**config.mk**
```make
export PLATFORM = sky130hd
export DESIGN_NAME = soundPlayer
export DESIGN_NICKNAME = d
export VERILOG_FILES = /design/src/verilog/soundPkg.sv /design/src/verilog/voiceIf.sv /design/src/verilog/voiceBank.sv /design/src/verilog/stepSequencer.sv /design/src/verilog/voiceMixer.sv /design/src/verilog/soundPlayer.sv
export SDC_FILE = /design/constraint.sdc
export NUM_CORES = 1
export LEC_CHECK = 0
export BUFFER_PORTS_ARGS = -buffer_cell sky130_fd_sc_hd__buf_2
export CELL_PAD_IN_SITES_DETAIL_PLACEMENT = 1
export CELL_PAD_IN_SITES_GLOBAL_PLACEMENT = 2
export CORE_MARGIN = 4
export CORE_UTILIZATION = 35
export CTS_CLUSTER_DIAMETER = 50
export CTS_CLUSTER_SIZE = 20
export DETAILED_ROUTE_END_ITERATION = 8
export GPL_TIMING_DRIVEN = 1
export PLACE_DENSITY_LB_ADDON = 0.1
export SLEW_MARGIN = 15
export SYNTH_ARGS = -nofsm -noshare
export SYNTH_HDL_FRONTEND = slang
export SYNTH_HIERARCHICAL = 1
export SYNTH_SLANG_ARGS = --single-unit
```
**constraint.sdc**
```tcl
create_clock -name clock -period 11.25 [get_ports clock]
set_clock_uncertainty 0.15 [all_clocks]
set_input_delay 2.25 -clock clock [delete_from_list [all_inputs] [get_ports clock]]
set_output_delay 2.25 -clock clock [all_outputs]
set_load 0.01 [all_outputs]
```
**src/verilog/soundPkg.sv**
```systemverilog
`default_nettype none

package soundPkg;

	// voices per bank, one per distinct sound
	localparam int numSounds = 4;

	localparam int sampleW = 6;
	localparam int addrW = 5;

	// eight full-scale voices fit without overflow
	localparam int mixW = 9;

	// clocks per sample-rate tick, kept short for simulation
	localparam int tickDiv = 8;

	// pattern length and advances per step
	localparam int seqSteps = 8;
	localparam int stepTicks = 4;

	typedef logic [sampleW-1:0] sampleT;
	typedef logic [addrW-1:0] addrT;
	typedef logic [numSounds-1:0] padsT;
	typedef logic [mixW-1:0] mixT;

	// counters for the tick divider and the sequencer
	typedef logic [$clog2(tickDiv)-1:0] tickT;
	typedef logic [$clog2(seqSteps)-1:0] stepT;
	typedef logic [$clog2(stepTicks)-1:0] stepTickT;

	// sample count of each sound
	localparam addrT soundDepth [numSounds] = '{
		addrT'(12),
		addrT'(16),
		addrT'(20),
		addrT'(24)
	};

	// computed stand-in for the sound ROMs
	function automatic sampleT soundSample(
		input int unsigned soundIdx,
		input addrT addr
	);
		int unsigned product;

		product = 32'(addr) * (soundIdx + 32'd1);
		return sampleT'(product);
	endfunction

endpackage

`default_nettype wire

```
**src/verilog/voiceIf.sv**
```systemverilog
`timescale 1ns/100ps
`default_nettype none

interface voiceIf;
	import soundPkg::*;

	// strobe from the mixer, one cycle per frame
	logic advance;

	// bank state after each advance
	padsT playing;
	sampleT samples [numSounds];
	logic frameValid;

	modport mixer (
		output advance,
		input playing,
		input samples,
		input frameValid
	);

	modport bank (
		input advance,
		output playing,
		output samples,
		output frameValid
	);

endinterface

`default_nettype wire

```
**src/verilog/voiceBank.sv**
```systemverilog
`timescale 1ns/100ps
`default_nettype none

module voiceBank (
	input wire logic clock,
	input wire logic arstN,
	input wire soundPkg::padsT triggers,
	voiceIf.bank bus
);
	import soundPkg::*;

	padsT active;
	padsT nextActive;
	addrT addr [numSounds];
	addrT nextAddr [numSounds];
	sampleT sampleQ [numSounds];
	logic frameValidQ;

	// per-voice start, step and stop
	always_comb begin
		for (int i = 0; i < numSounds; i++) begin
			nextActive[i] = active[i];
			nextAddr[i] = addr[i];
			if (!active[i]) begin
				// idle voice waits for its trigger
				nextActive[i] = triggers[i];
				nextAddr[i] = '0;
			end else if (addr[i] < soundDepth[i] - addrT'(1)) begin
				nextAddr[i] = addr[i] + addrT'(1);
			end else begin
				// last sample was played
				nextActive[i] = 1'b0;
			end
		end
	end

	always_ff @(posedge clock or negedge arstN) begin
		if (!arstN) begin
			active <= '0;
			for (int i = 0; i < numSounds; i++) begin
				addr[i] <= '0;
			end
		end else if (bus.advance) begin
			active <= nextActive;
			for (int i = 0; i < numSounds; i++) begin
				addr[i] <= nextAddr[i];
			end
		end
	end

	// sample lookup for the new address
	always_ff @(posedge clock) begin
		if (bus.advance) begin
			for (int i = 0; i < numSounds; i++) begin
				sampleQ[i] <= nextActive[i] ? soundSample(i, nextAddr[i]) : '0;
			end
		end
	end

	always_ff @(posedge clock or negedge arstN) begin
		if (!arstN) begin
			frameValidQ <= 1'b0;
		end else begin
			frameValidQ <= bus.advance;
		end
	end

	assign bus.playing = active;
	assign bus.samples = sampleQ;
	assign bus.frameValid = frameValidQ;

endmodule

`default_nettype wire

```
**src/verilog/stepSequencer.sv**
```systemverilog
`timescale 1ns/100ps
`default_nettype none

module stepSequencer (
	input wire logic clock,
	input wire logic arstN,
	input wire logic advance,
	input wire soundPkg::padsT pads,
	input wire logic record,
	input wire logic play,
	output soundPkg::padsT triggers
);
	import soundPkg::*;

	padsT pattern [seqSteps];
	stepT stepPos;
	stepTickT stepTickCnt;
	logic stepDone;

	assign stepDone = (stepTickCnt == stepTickT'(stepTicks - 1));

	// advances within the current step
	always_ff @(posedge clock or negedge arstN) begin
		if (!arstN) begin
			stepTickCnt <= '0;
		end else if (advance) begin
			if (stepDone) begin
				stepTickCnt <= '0;
			end else begin
				stepTickCnt <= stepTickCnt + stepTickT'(1);
			end
		end
	end

	// step position, wraps at the end of the pattern
	always_ff @(posedge clock or negedge arstN) begin
		if (!arstN) begin
			stepPos <= '0;
		end else if (advance && stepDone) begin
			if (stepPos == stepT'(seqSteps - 1)) begin
				stepPos <= '0;
			end else begin
				stepPos <= stepPos + stepT'(1);
			end
		end
	end

	// recording adds pads, never removes them
	always_ff @(posedge clock or negedge arstN) begin
		if (!arstN) begin
			for (int s = 0; s < seqSteps; s++) begin
				pattern[s] <= '0;
			end
		end else if (advance && record) begin
			pattern[stepPos] <= pattern[stepPos] | pads;
		end
	end

	// bank samples this at the advance edge
	assign triggers = play ? pattern[stepPos] : '0;

endmodule

`default_nettype wire

```
**src/verilog/voiceMixer.sv**
```systemverilog
`timescale 1ns/100ps
`default_nettype none

module voiceMixer (
	input wire logic clock,
	input wire logic arstN,
	input wire logic sampleAck,
	voiceIf.mixer liveBus,
	voiceIf.mixer seqBus,
	output soundPkg::mixT sampleOut,
	output logic sampleReq,
	output logic advance
);
	import soundPkg::*;

	typedef enum logic [1:0] {
		hsIdle,
		hsFrame,
		hsReq,
		hsDrop
	} hsStateT;

	hsStateT hsState;
	tickT tickCnt;
	logic tickNow;
	logic tickPending;
	logic issue;
	logic frameIn;
	mixT mixSum;

	// sample-rate tick divider
	always_ff @(posedge clock or negedge arstN) begin
		if (!arstN) begin
			tickCnt <= '0;
		end else if (tickNow) begin
			tickCnt <= '0;
		end else begin
			tickCnt <= tickCnt + tickT'(1);
		end
	end

	assign tickNow = (tickCnt == tickT'(tickDiv - 1));

	// a frame may only start with the handshake fully idle
	assign issue = (hsState == hsIdle) && (tickNow || tickPending);

	// one tick held while a frame is in flight
	always_ff @(posedge clock or negedge arstN) begin
		if (!arstN) begin
			tickPending <= 1'b0;
		end else if (issue) begin
			tickPending <= 1'b0;
		end else if (tickNow) begin
			tickPending <= 1'b1;
		end
	end

	always_ff @(posedge clock or negedge arstN) begin
		if (!arstN) begin
			advance <= 1'b0;
		end else begin
			advance <= issue;
		end
	end

	assign liveBus.advance = advance;
	assign seqBus.advance = advance;

	// both banks see the same advance
	assign frameIn = liveBus.frameValid && seqBus.frameValid;

	always_comb begin
		mixSum = '0;
		for (int i = 0; i < numSounds; i++) begin
			if (liveBus.playing[i]) begin
				mixSum = mixSum + mixT'(liveBus.samples[i]);
			end
			if (seqBus.playing[i]) begin
				mixSum = mixSum + mixT'(seqBus.samples[i]);
			end
		end
	end

	// four-phase req/ack
	always_ff @(posedge clock or negedge arstN) begin
		if (!arstN) begin
			hsState <= hsIdle;
		end else begin
			case (hsState)
				hsIdle: begin
					if (issue) begin
						hsState <= hsFrame;
					end
				end
				hsFrame: begin
					if (frameIn) begin
						hsState <= hsReq;
					end
				end
				hsReq: begin
					if (sampleAck) begin
						hsState <= hsDrop;
					end
				end
				hsDrop: begin
					// consumer must release ack first
					if (!sampleAck) begin
						hsState <= hsIdle;
					end
				end
				default: begin
					hsState <= hsIdle;
				end
			endcase
		end
	end

	// held stable for the whole request
	always_ff @(posedge clock) begin
		if (frameIn) begin
			sampleOut <= mixSum;
		end
	end

	assign sampleReq = (hsState == hsReq);

endmodule

`default_nettype wire

```
**src/verilog/soundPlayer.sv**
```systemverilog
`timescale 1ns/100ps
`default_nettype none

module soundPlayer (
	input wire logic clock,
	input wire logic arstN,
	input wire soundPkg::padsT pads,
	input wire logic record,
	input wire logic play,
	input wire logic sampleAck,
	output soundPkg::mixT sampleOut,
	output logic sampleReq
);
	import soundPkg::*;

	logic advance;
	padsT seqTriggers;

	voiceIf liveBus ();
	voiceIf seqBus ();

	// pads drive the live voices directly
	voiceBank liveBank (
		.clock(clock),
		.arstN(arstN),
		.triggers(pads),
		.bus(liveBus)
	);

	// pattern playback
	stepSequencer sequencer (
		.clock(clock),
		.arstN(arstN),
		.advance(advance),
		.pads(pads),
		.record(record),
		.play(play),
		.triggers(seqTriggers)
	);

	voiceBank seqBank (
		.clock(clock),
		.arstN(arstN),
		.triggers(seqTriggers),
		.bus(seqBus)
	);

	// sum of both banks, out through req/ack
	voiceMixer mixer (
		.clock(clock),
		.arstN(arstN),
		.sampleAck(sampleAck),
		.liveBus(liveBus),
		.seqBus(seqBus),
		.sampleOut(sampleOut),
		.sampleReq(sampleReq),
		.advance(advance)
	);

endmodule

`default_nettype wire

```
# After elaboration in Yosys (flattened, before gate mapping)
# Index checks and enable logic that the tools add are counted.
dict set report word_totals {
  ff_bits 150
  inputBits 9
  output_inout_bits 10
}
dict set report op_classes {
  addsub 18
  mul 2
  n_lt_le_gt_ge 10
  eq_ne 12
  mux 57
  n_bitwise 2
  n_reduce_logical 10
}
# operator count
set ops {}
lappend ops {{5-bit 2-to-1 mux} 16}
lappend ops {{9-bit 2-to-1 mux} 7}
lappend ops {{9-bit by 6-bit adder with 9-bit output} 6}
lappend ops {{5-bit by 1-bit adder with 5-bit output (second input constant)} 8}
lappend ops {{32-bit bitwise mux} 1}
lappend ops {{5-bit by 4-bit less-than comparator with 1-bit output (second input constant)} 4}
lappend ops {{5-bit less-than comparator (second input constant)} 4}
lappend ops {{1-bit 2-to-1 mux} 18}
lappend ops {{4-bit 2-to-1 mux} 4}
lappend ops {{4-bit binary-select mux with 3-bit select} 1}
lappend ops {{4-bit demux with 3-bit select} 1}
lappend ops {{5-bit by 2-bit multiplier with 6-bit output (second input constant)} 2}
lappend ops {{2-bit 2-to-1 mux} 5}
lappend ops {{2-bit inequality test (second input constant)} 5}
lappend ops {{2-bit one-hot mux with 4 select lines} 1}
lappend ops {{6-bit by 6-bit adder with 7-bit output} 1}
lappend ops {{3-bit by 1-bit adder with 3-bit output (second input constant)} 2}
lappend ops {{2-bit equality test (second input constant)} 3}
lappend ops {{3-bit equality test (second input constant)} 2}
lappend ops {{3-bit 2-to-1 mux} 2}
lappend ops {{6-bit 2-to-1 mux} 1}
lappend ops {{4-bit greater-or-equal comparator (second input constant)} 1}
lappend ops {{1-bit logical AND} 4}
lappend ops {{4-bit by 1-bit less-than comparator with 1-bit output (second input constant)} 1}
lappend ops {{10 further kinds} 11}

# Longest topological paths before layout
dict set report depth {
  word_depth 15
  depth_mapped 40
  ltp_nobuf 40
}

# By module
# Netlist, hierarchy kept.
# mod n_inst cells_per_inst area_each_um2
set by_module_without_submodules {}
lappend by_module_without_submodules {voiceMixer 1 354 3066.7}
lappend by_module_without_submodules {{voiceBank at seqBank} 1 226 2378.5}
lappend by_module_without_submodules {{voiceBank at liveBank} 1 224 2354.8}
lappend by_module_without_submodules {stepSequencer 1 165 1890.6}

# Worst setup path after synthesis
# No wires, ideal clock.
dict set report synth_timing {
  path_type {reg2reg}
  start {reg liveBank.active[0] (netlist: liveBank/bus.playing[0])}
  end {reg mixer.sampleOut[8], data pin}
  arrival_time_ns 7.130
  slack_ns 3.710
  path_stages_with_launch 39
  path_buffers 0
  period_less_slack_ns 7.540
  cell_sequence {dfrtp_1 -> and2_4 -> ha_1 -> inv_1 -> fa_1 -> xnor2_1 -> mux2_2 -> ha_1 -> a21o_1 -> a211oi_1 -> o21a_1 -> nor2_1 -> ha_1 -> and3_1 -> a221oi_1 -> nand2_1 -> xnor2_1 -> nand2_1 -> [... 3 more ...] -> nand2_1 -> o21a_1 -> ha_1 -> nor3_1 -> nor2_1 -> mux2i_1 -> inv_1 -> ha_1 -> xnor2_1 -> nand2_1 -> o21ai_0 -> ha_1 -> nand2_1 -> o21ai_0 -> and3b_1 -> o32ai_1 -> mux2i_1 -> xnor2_1}
}
dict set report synth_via {
  elab_chain_cells 15
}
# element line_no
set synth_lines {}
lappend synth_lines {{start: declaration} voiceBank.sv:12} ;# padsT active;
lappend synth_lines {{start signal: assignment} voiceBank.sv:44} ;# active <= nextActive;
lappend synth_lines {{6-bit 2-to-1 mux (*)} voiceMixer.sv:75} ;# if (liveBus.playing[i]) begin
lappend synth_lines {{6-bit by 6-bit adder with 7-bit output} voiceMixer.sv:79} ;# mixSum = mixSum + mixT'(seqBus.samples[i]);
lappend synth_lines {{9-bit 2-to-1 mux (*)} voiceMixer.sv:78} ;# if (seqBus.playing[i]) begin
lappend synth_lines {{9-bit by 6-bit adder with 9-bit output} voiceMixer.sv:76} ;# mixSum = mixSum + mixT'(liveBus.samples[i]);
lappend synth_lines {{9-bit 2-to-1 mux (*)} voiceMixer.sv:75}
lappend synth_lines {{9-bit by 6-bit adder with 9-bit output} voiceMixer.sv:79}
lappend synth_lines {{9-bit 2-to-1 mux (*)} voiceMixer.sv:78}
lappend synth_lines {{9-bit by 6-bit adder with 9-bit output} voiceMixer.sv:76}
lappend synth_lines {{9-bit 2-to-1 mux (*)} voiceMixer.sv:75}
lappend synth_lines {{9-bit by 6-bit adder with 9-bit output} voiceMixer.sv:79}
lappend synth_lines {{9-bit 2-to-1 mux (*)} voiceMixer.sv:78}
lappend synth_lines {{9-bit by 6-bit adder with 9-bit output} voiceMixer.sv:76}
lappend synth_lines {{9-bit 2-to-1 mux (*)} voiceMixer.sv:75}
lappend synth_lines {{9-bit by 6-bit adder with 9-bit output} voiceMixer.sv:79}
lappend synth_lines {{9-bit 2-to-1 mux (*)} voiceMixer.sv:78}
lappend synth_lines {{named net mixer.mixSum[8]} voiceMixer.sv:29} ;# mixT mixSum;
lappend synth_lines {{end signal: assignment} voiceMixer.sv:121} ;# sampleOut <= mixSum;
lappend synth_lines {{end: declaration} voiceMixer.sv:10} ;# output soundPkg::mixT sampleOut,
# The timed path passes the listed nets; every way through them passes the cells marked *.
# A chain may end at the register's enable or synchronous reset.

# Worst setup path in the final report
# Ends and elaborated chain as after synthesis.

==> impl_metrics.ini <==
[worst_hold_path]
min-delay-path-class = flip-flop to flip-flop
whs_path_depth = 1

[clock_network]
clk_latency_ns = 0.43
cts-root-buf = clkbuf_16
ctsResizeCount = 0
ctsHoldBuffers = 0
htreeDepth = 4
cts.clk_slew.worst_paths_ns = 0.07
cts_max_path_buffers = 2
cts_buffers = 17
postCtsSetupBuffers = 0
cts.sinks = 143
cts_tree = done

[layout]
mostFrequentLayoutCell = dfrtp_1
area_growth_pct = 9.929
mostFrequentLayoutCells = dfrtp_1 (93), nor2_1 (91), a21oi_1 (84), ha_1 (67), nand2_1 (57)
utilization_pct = 39.31
antenna_cells = 0
instances_no_fill = 1361
nets = 1061
drive_above_1_share_pct = 14.26

[placed_design]
place.gp.congestion = 0.7583
io_buffers = 18
placed_cells = 1329
hpwl_microns = 16420
preCtsSetupSlack_ns = 2.537

[timing]
finalCriticalPeriod_ns = 8.605
finalSetupViolCount = 0
setup_slack_ns = 2.645
worstMarginPinSlew_ns = 0.8255
fmax_mhz = 116.2
drv_slew = 0
finalCritPeriodShare_pct = 76.49
fin_setup_tns_ns = 0
hold_viol = 0
rsz0062_at_grt = false
slew_headroom_pct = 44.97

[synth]
synth_area_sq_um = 9691
synth_edf_count = 49
synth_cell_types = 95
synth_cells = 969
yosysSeqAreaShare_pct = 39.46
yosys_warnings = 6
ys_seq_elements = 143
synth_ff_type = dfrtp_1
async_reset_ff_share_pct = 65.73
avgSynthCellArea_sq_um = 10.00

[floorplanning]
die_h_microns = 174.4
die_x_microns = 174.4
io_pins = 19
rows = 60
initial_core_util_pct = 35.76
dieArea_sq_um = 30410
core_area_sq_um = 27100

[worst_setup_path]
slowest_delay_ns = 0.63
cpMaxStageDelayCell = dfrtp_1
worstSetupEndpointType = flip-flop
crit_type = flip-flop to flip-flop
reg2reg_depth = 38
cp_max_fo = 16
crit_arrival_ns = 8.64
cp_common_cell = ha_1
start_kind = flip-flop
cp.required_ns = 11.29
r2r_setup_slack_ns = 2.64

[route]
drt_iter0_markers = 383
firstDrtPassIters = 4
routed_wirelength_microns = 22420
num_vias = 6964
drc_errors = 0
vias_per_cell = 5.117
wl_per_cell_microns = 16.47
antenna_left = 0

[global_route]
antenna_found_initial = 0
grt_pass1_vias = 7171
grt_max_degree = 59
grt_use_total_pct = 15.33
overflow = 0
grt_pass1_wl_microns = 38350

[job]
maxCapViolCount = 0

[run_status]
status = completed
## area by class of cell
cell class,count,area [sq um]
fill,3038,16450
tap,372,465.4
timing repair buffer,26,152.6
clock inverter,14,165.2
clock buffer,18,439.2
inverter,58,217.7
sequential,143,3827
multi-input combinational,730,5385
## cells in the mapped netlist (6+ instances only)
cell	count	area, sq um
clkbuf_1	18	67.56
o21ai_0	30	150.1
edfxtp_1	49	1471
nor2_2	10	62.56
mux2_4	14	210.2
nor2b_1	21	131.4
fa_1	9	180.2
a31oi_1	9	56.30
buf_4	11	82.58
xnor2_1	31	271.5
and3_1	12	75.07
nand2_1	57	214.0
o21ai_1	11	55.05
nand4_1	12	75.07
a211oi_1	7	52.55
o221ai_1	11	96.34
nand2b_1	14	87.58
a21oi_1	84	420.4
ha_1	67	838.3
o22ai_1	7	43.79
a21o_1	20	150.1
xor2_1	19	166.4
and2_1	6	37.54
dfrtp_1	94	2352
o21a_1	10	75.07
buf_6	6	67.56
a41oi_1	7	61.31
nor2_1	91	341.6
mux2i_1	20	200.2
buf_2	6	30.03
inv_1	56	210.2
mux2_2	16	180.2
nor3_1	14	70.07
nand3_1	19	95.09
## sequential cells by signal (all words and copies together), names as in the netlist, 2 cells and up
signal and count:
sequencer/pattern 32, liveBank/addr 20, liveBank/bus.samples 20, seqBank/addr 20
seqBank/bus.samples 20, mixer/sampleOut 9, liveBank/bus.playing 4, seqBank/bus.playing 4
mixer/tickCnt 3, sequencer/stepPos 3, mixer/hsState 2, sequencer/stepTickCnt 2
## worst paths after layout
kind / startpoint / endpoint
min in group asynchronous: arstN / sequencer/pattern[15]$_DFFE_PN0P_
min reg2reg: mixer/tickCnt[0]$_DFF_PN0_ / mixer/tickCnt[0]$_DFF_PN0_
max: liveBank/bus.playing[0]$_DFFE_PN0P_ / mixer/sampleOut[8]$_DFFE_PP_
max in group asynchronous: arstN / mixer/advance$_DFF_PN0_
max reg2reg: liveBank/bus.playing[0]$_DFFE_PN0P_ / mixer/sampleOut[8]$_DFFE_PP_
min: mixer/tickCnt[0]$_DFF_PN0_ / mixer/tickCnt[0]$_DFF_PN0_
## cells by family after synthesis
family | Yosys count | synth area share (%)
multiplexers | 50 | 6.094
AO/OA/AOI/OAI | 250 | 17.52
AND/OR/NAND/NOR | 292 | 16.20
buffers and inverters | 104 | 5.281
flip-flops | 143 | 39.46
other | 2 | 0.07750
XOR/XNOR | 52 | 4.855
adder cells (fa/ha/maj) | 76 | 10.51
## routing by layer
layer,GRT usage (%),up-vias,part of all wire (%)
li1,-,3499,-
met1,23.15,3419,54
met2,23.12,32,44
met3,2.675,14,1.5
met4,2.969,0,0.73
met5,0,-,0
## worst max-delay path: cells and delay by family, from the launching register on
kind            cells  cell delay [ns]
flops               1             0.63
fa+ha+maj           8             2.55
xor+xnor            5             0.75
buf+inv             2             0.12
simple gates       11             1.39
mux                 3             0.61
compound gates      9             2.19
## per-stage QoR
stage	hold WS, ns	cell area (sq um)
floorplan	0.2531	9721
global placement	0.2744	10050
detailed placement	0.2826	10050
CTS	0.2897	10650
global route	0.3149	10650
finish	0.2865	10650
Power is left out: the tool's default activity adds up to more than one toggle a clock period on the data nets, which glitch-free logic cannot reach.
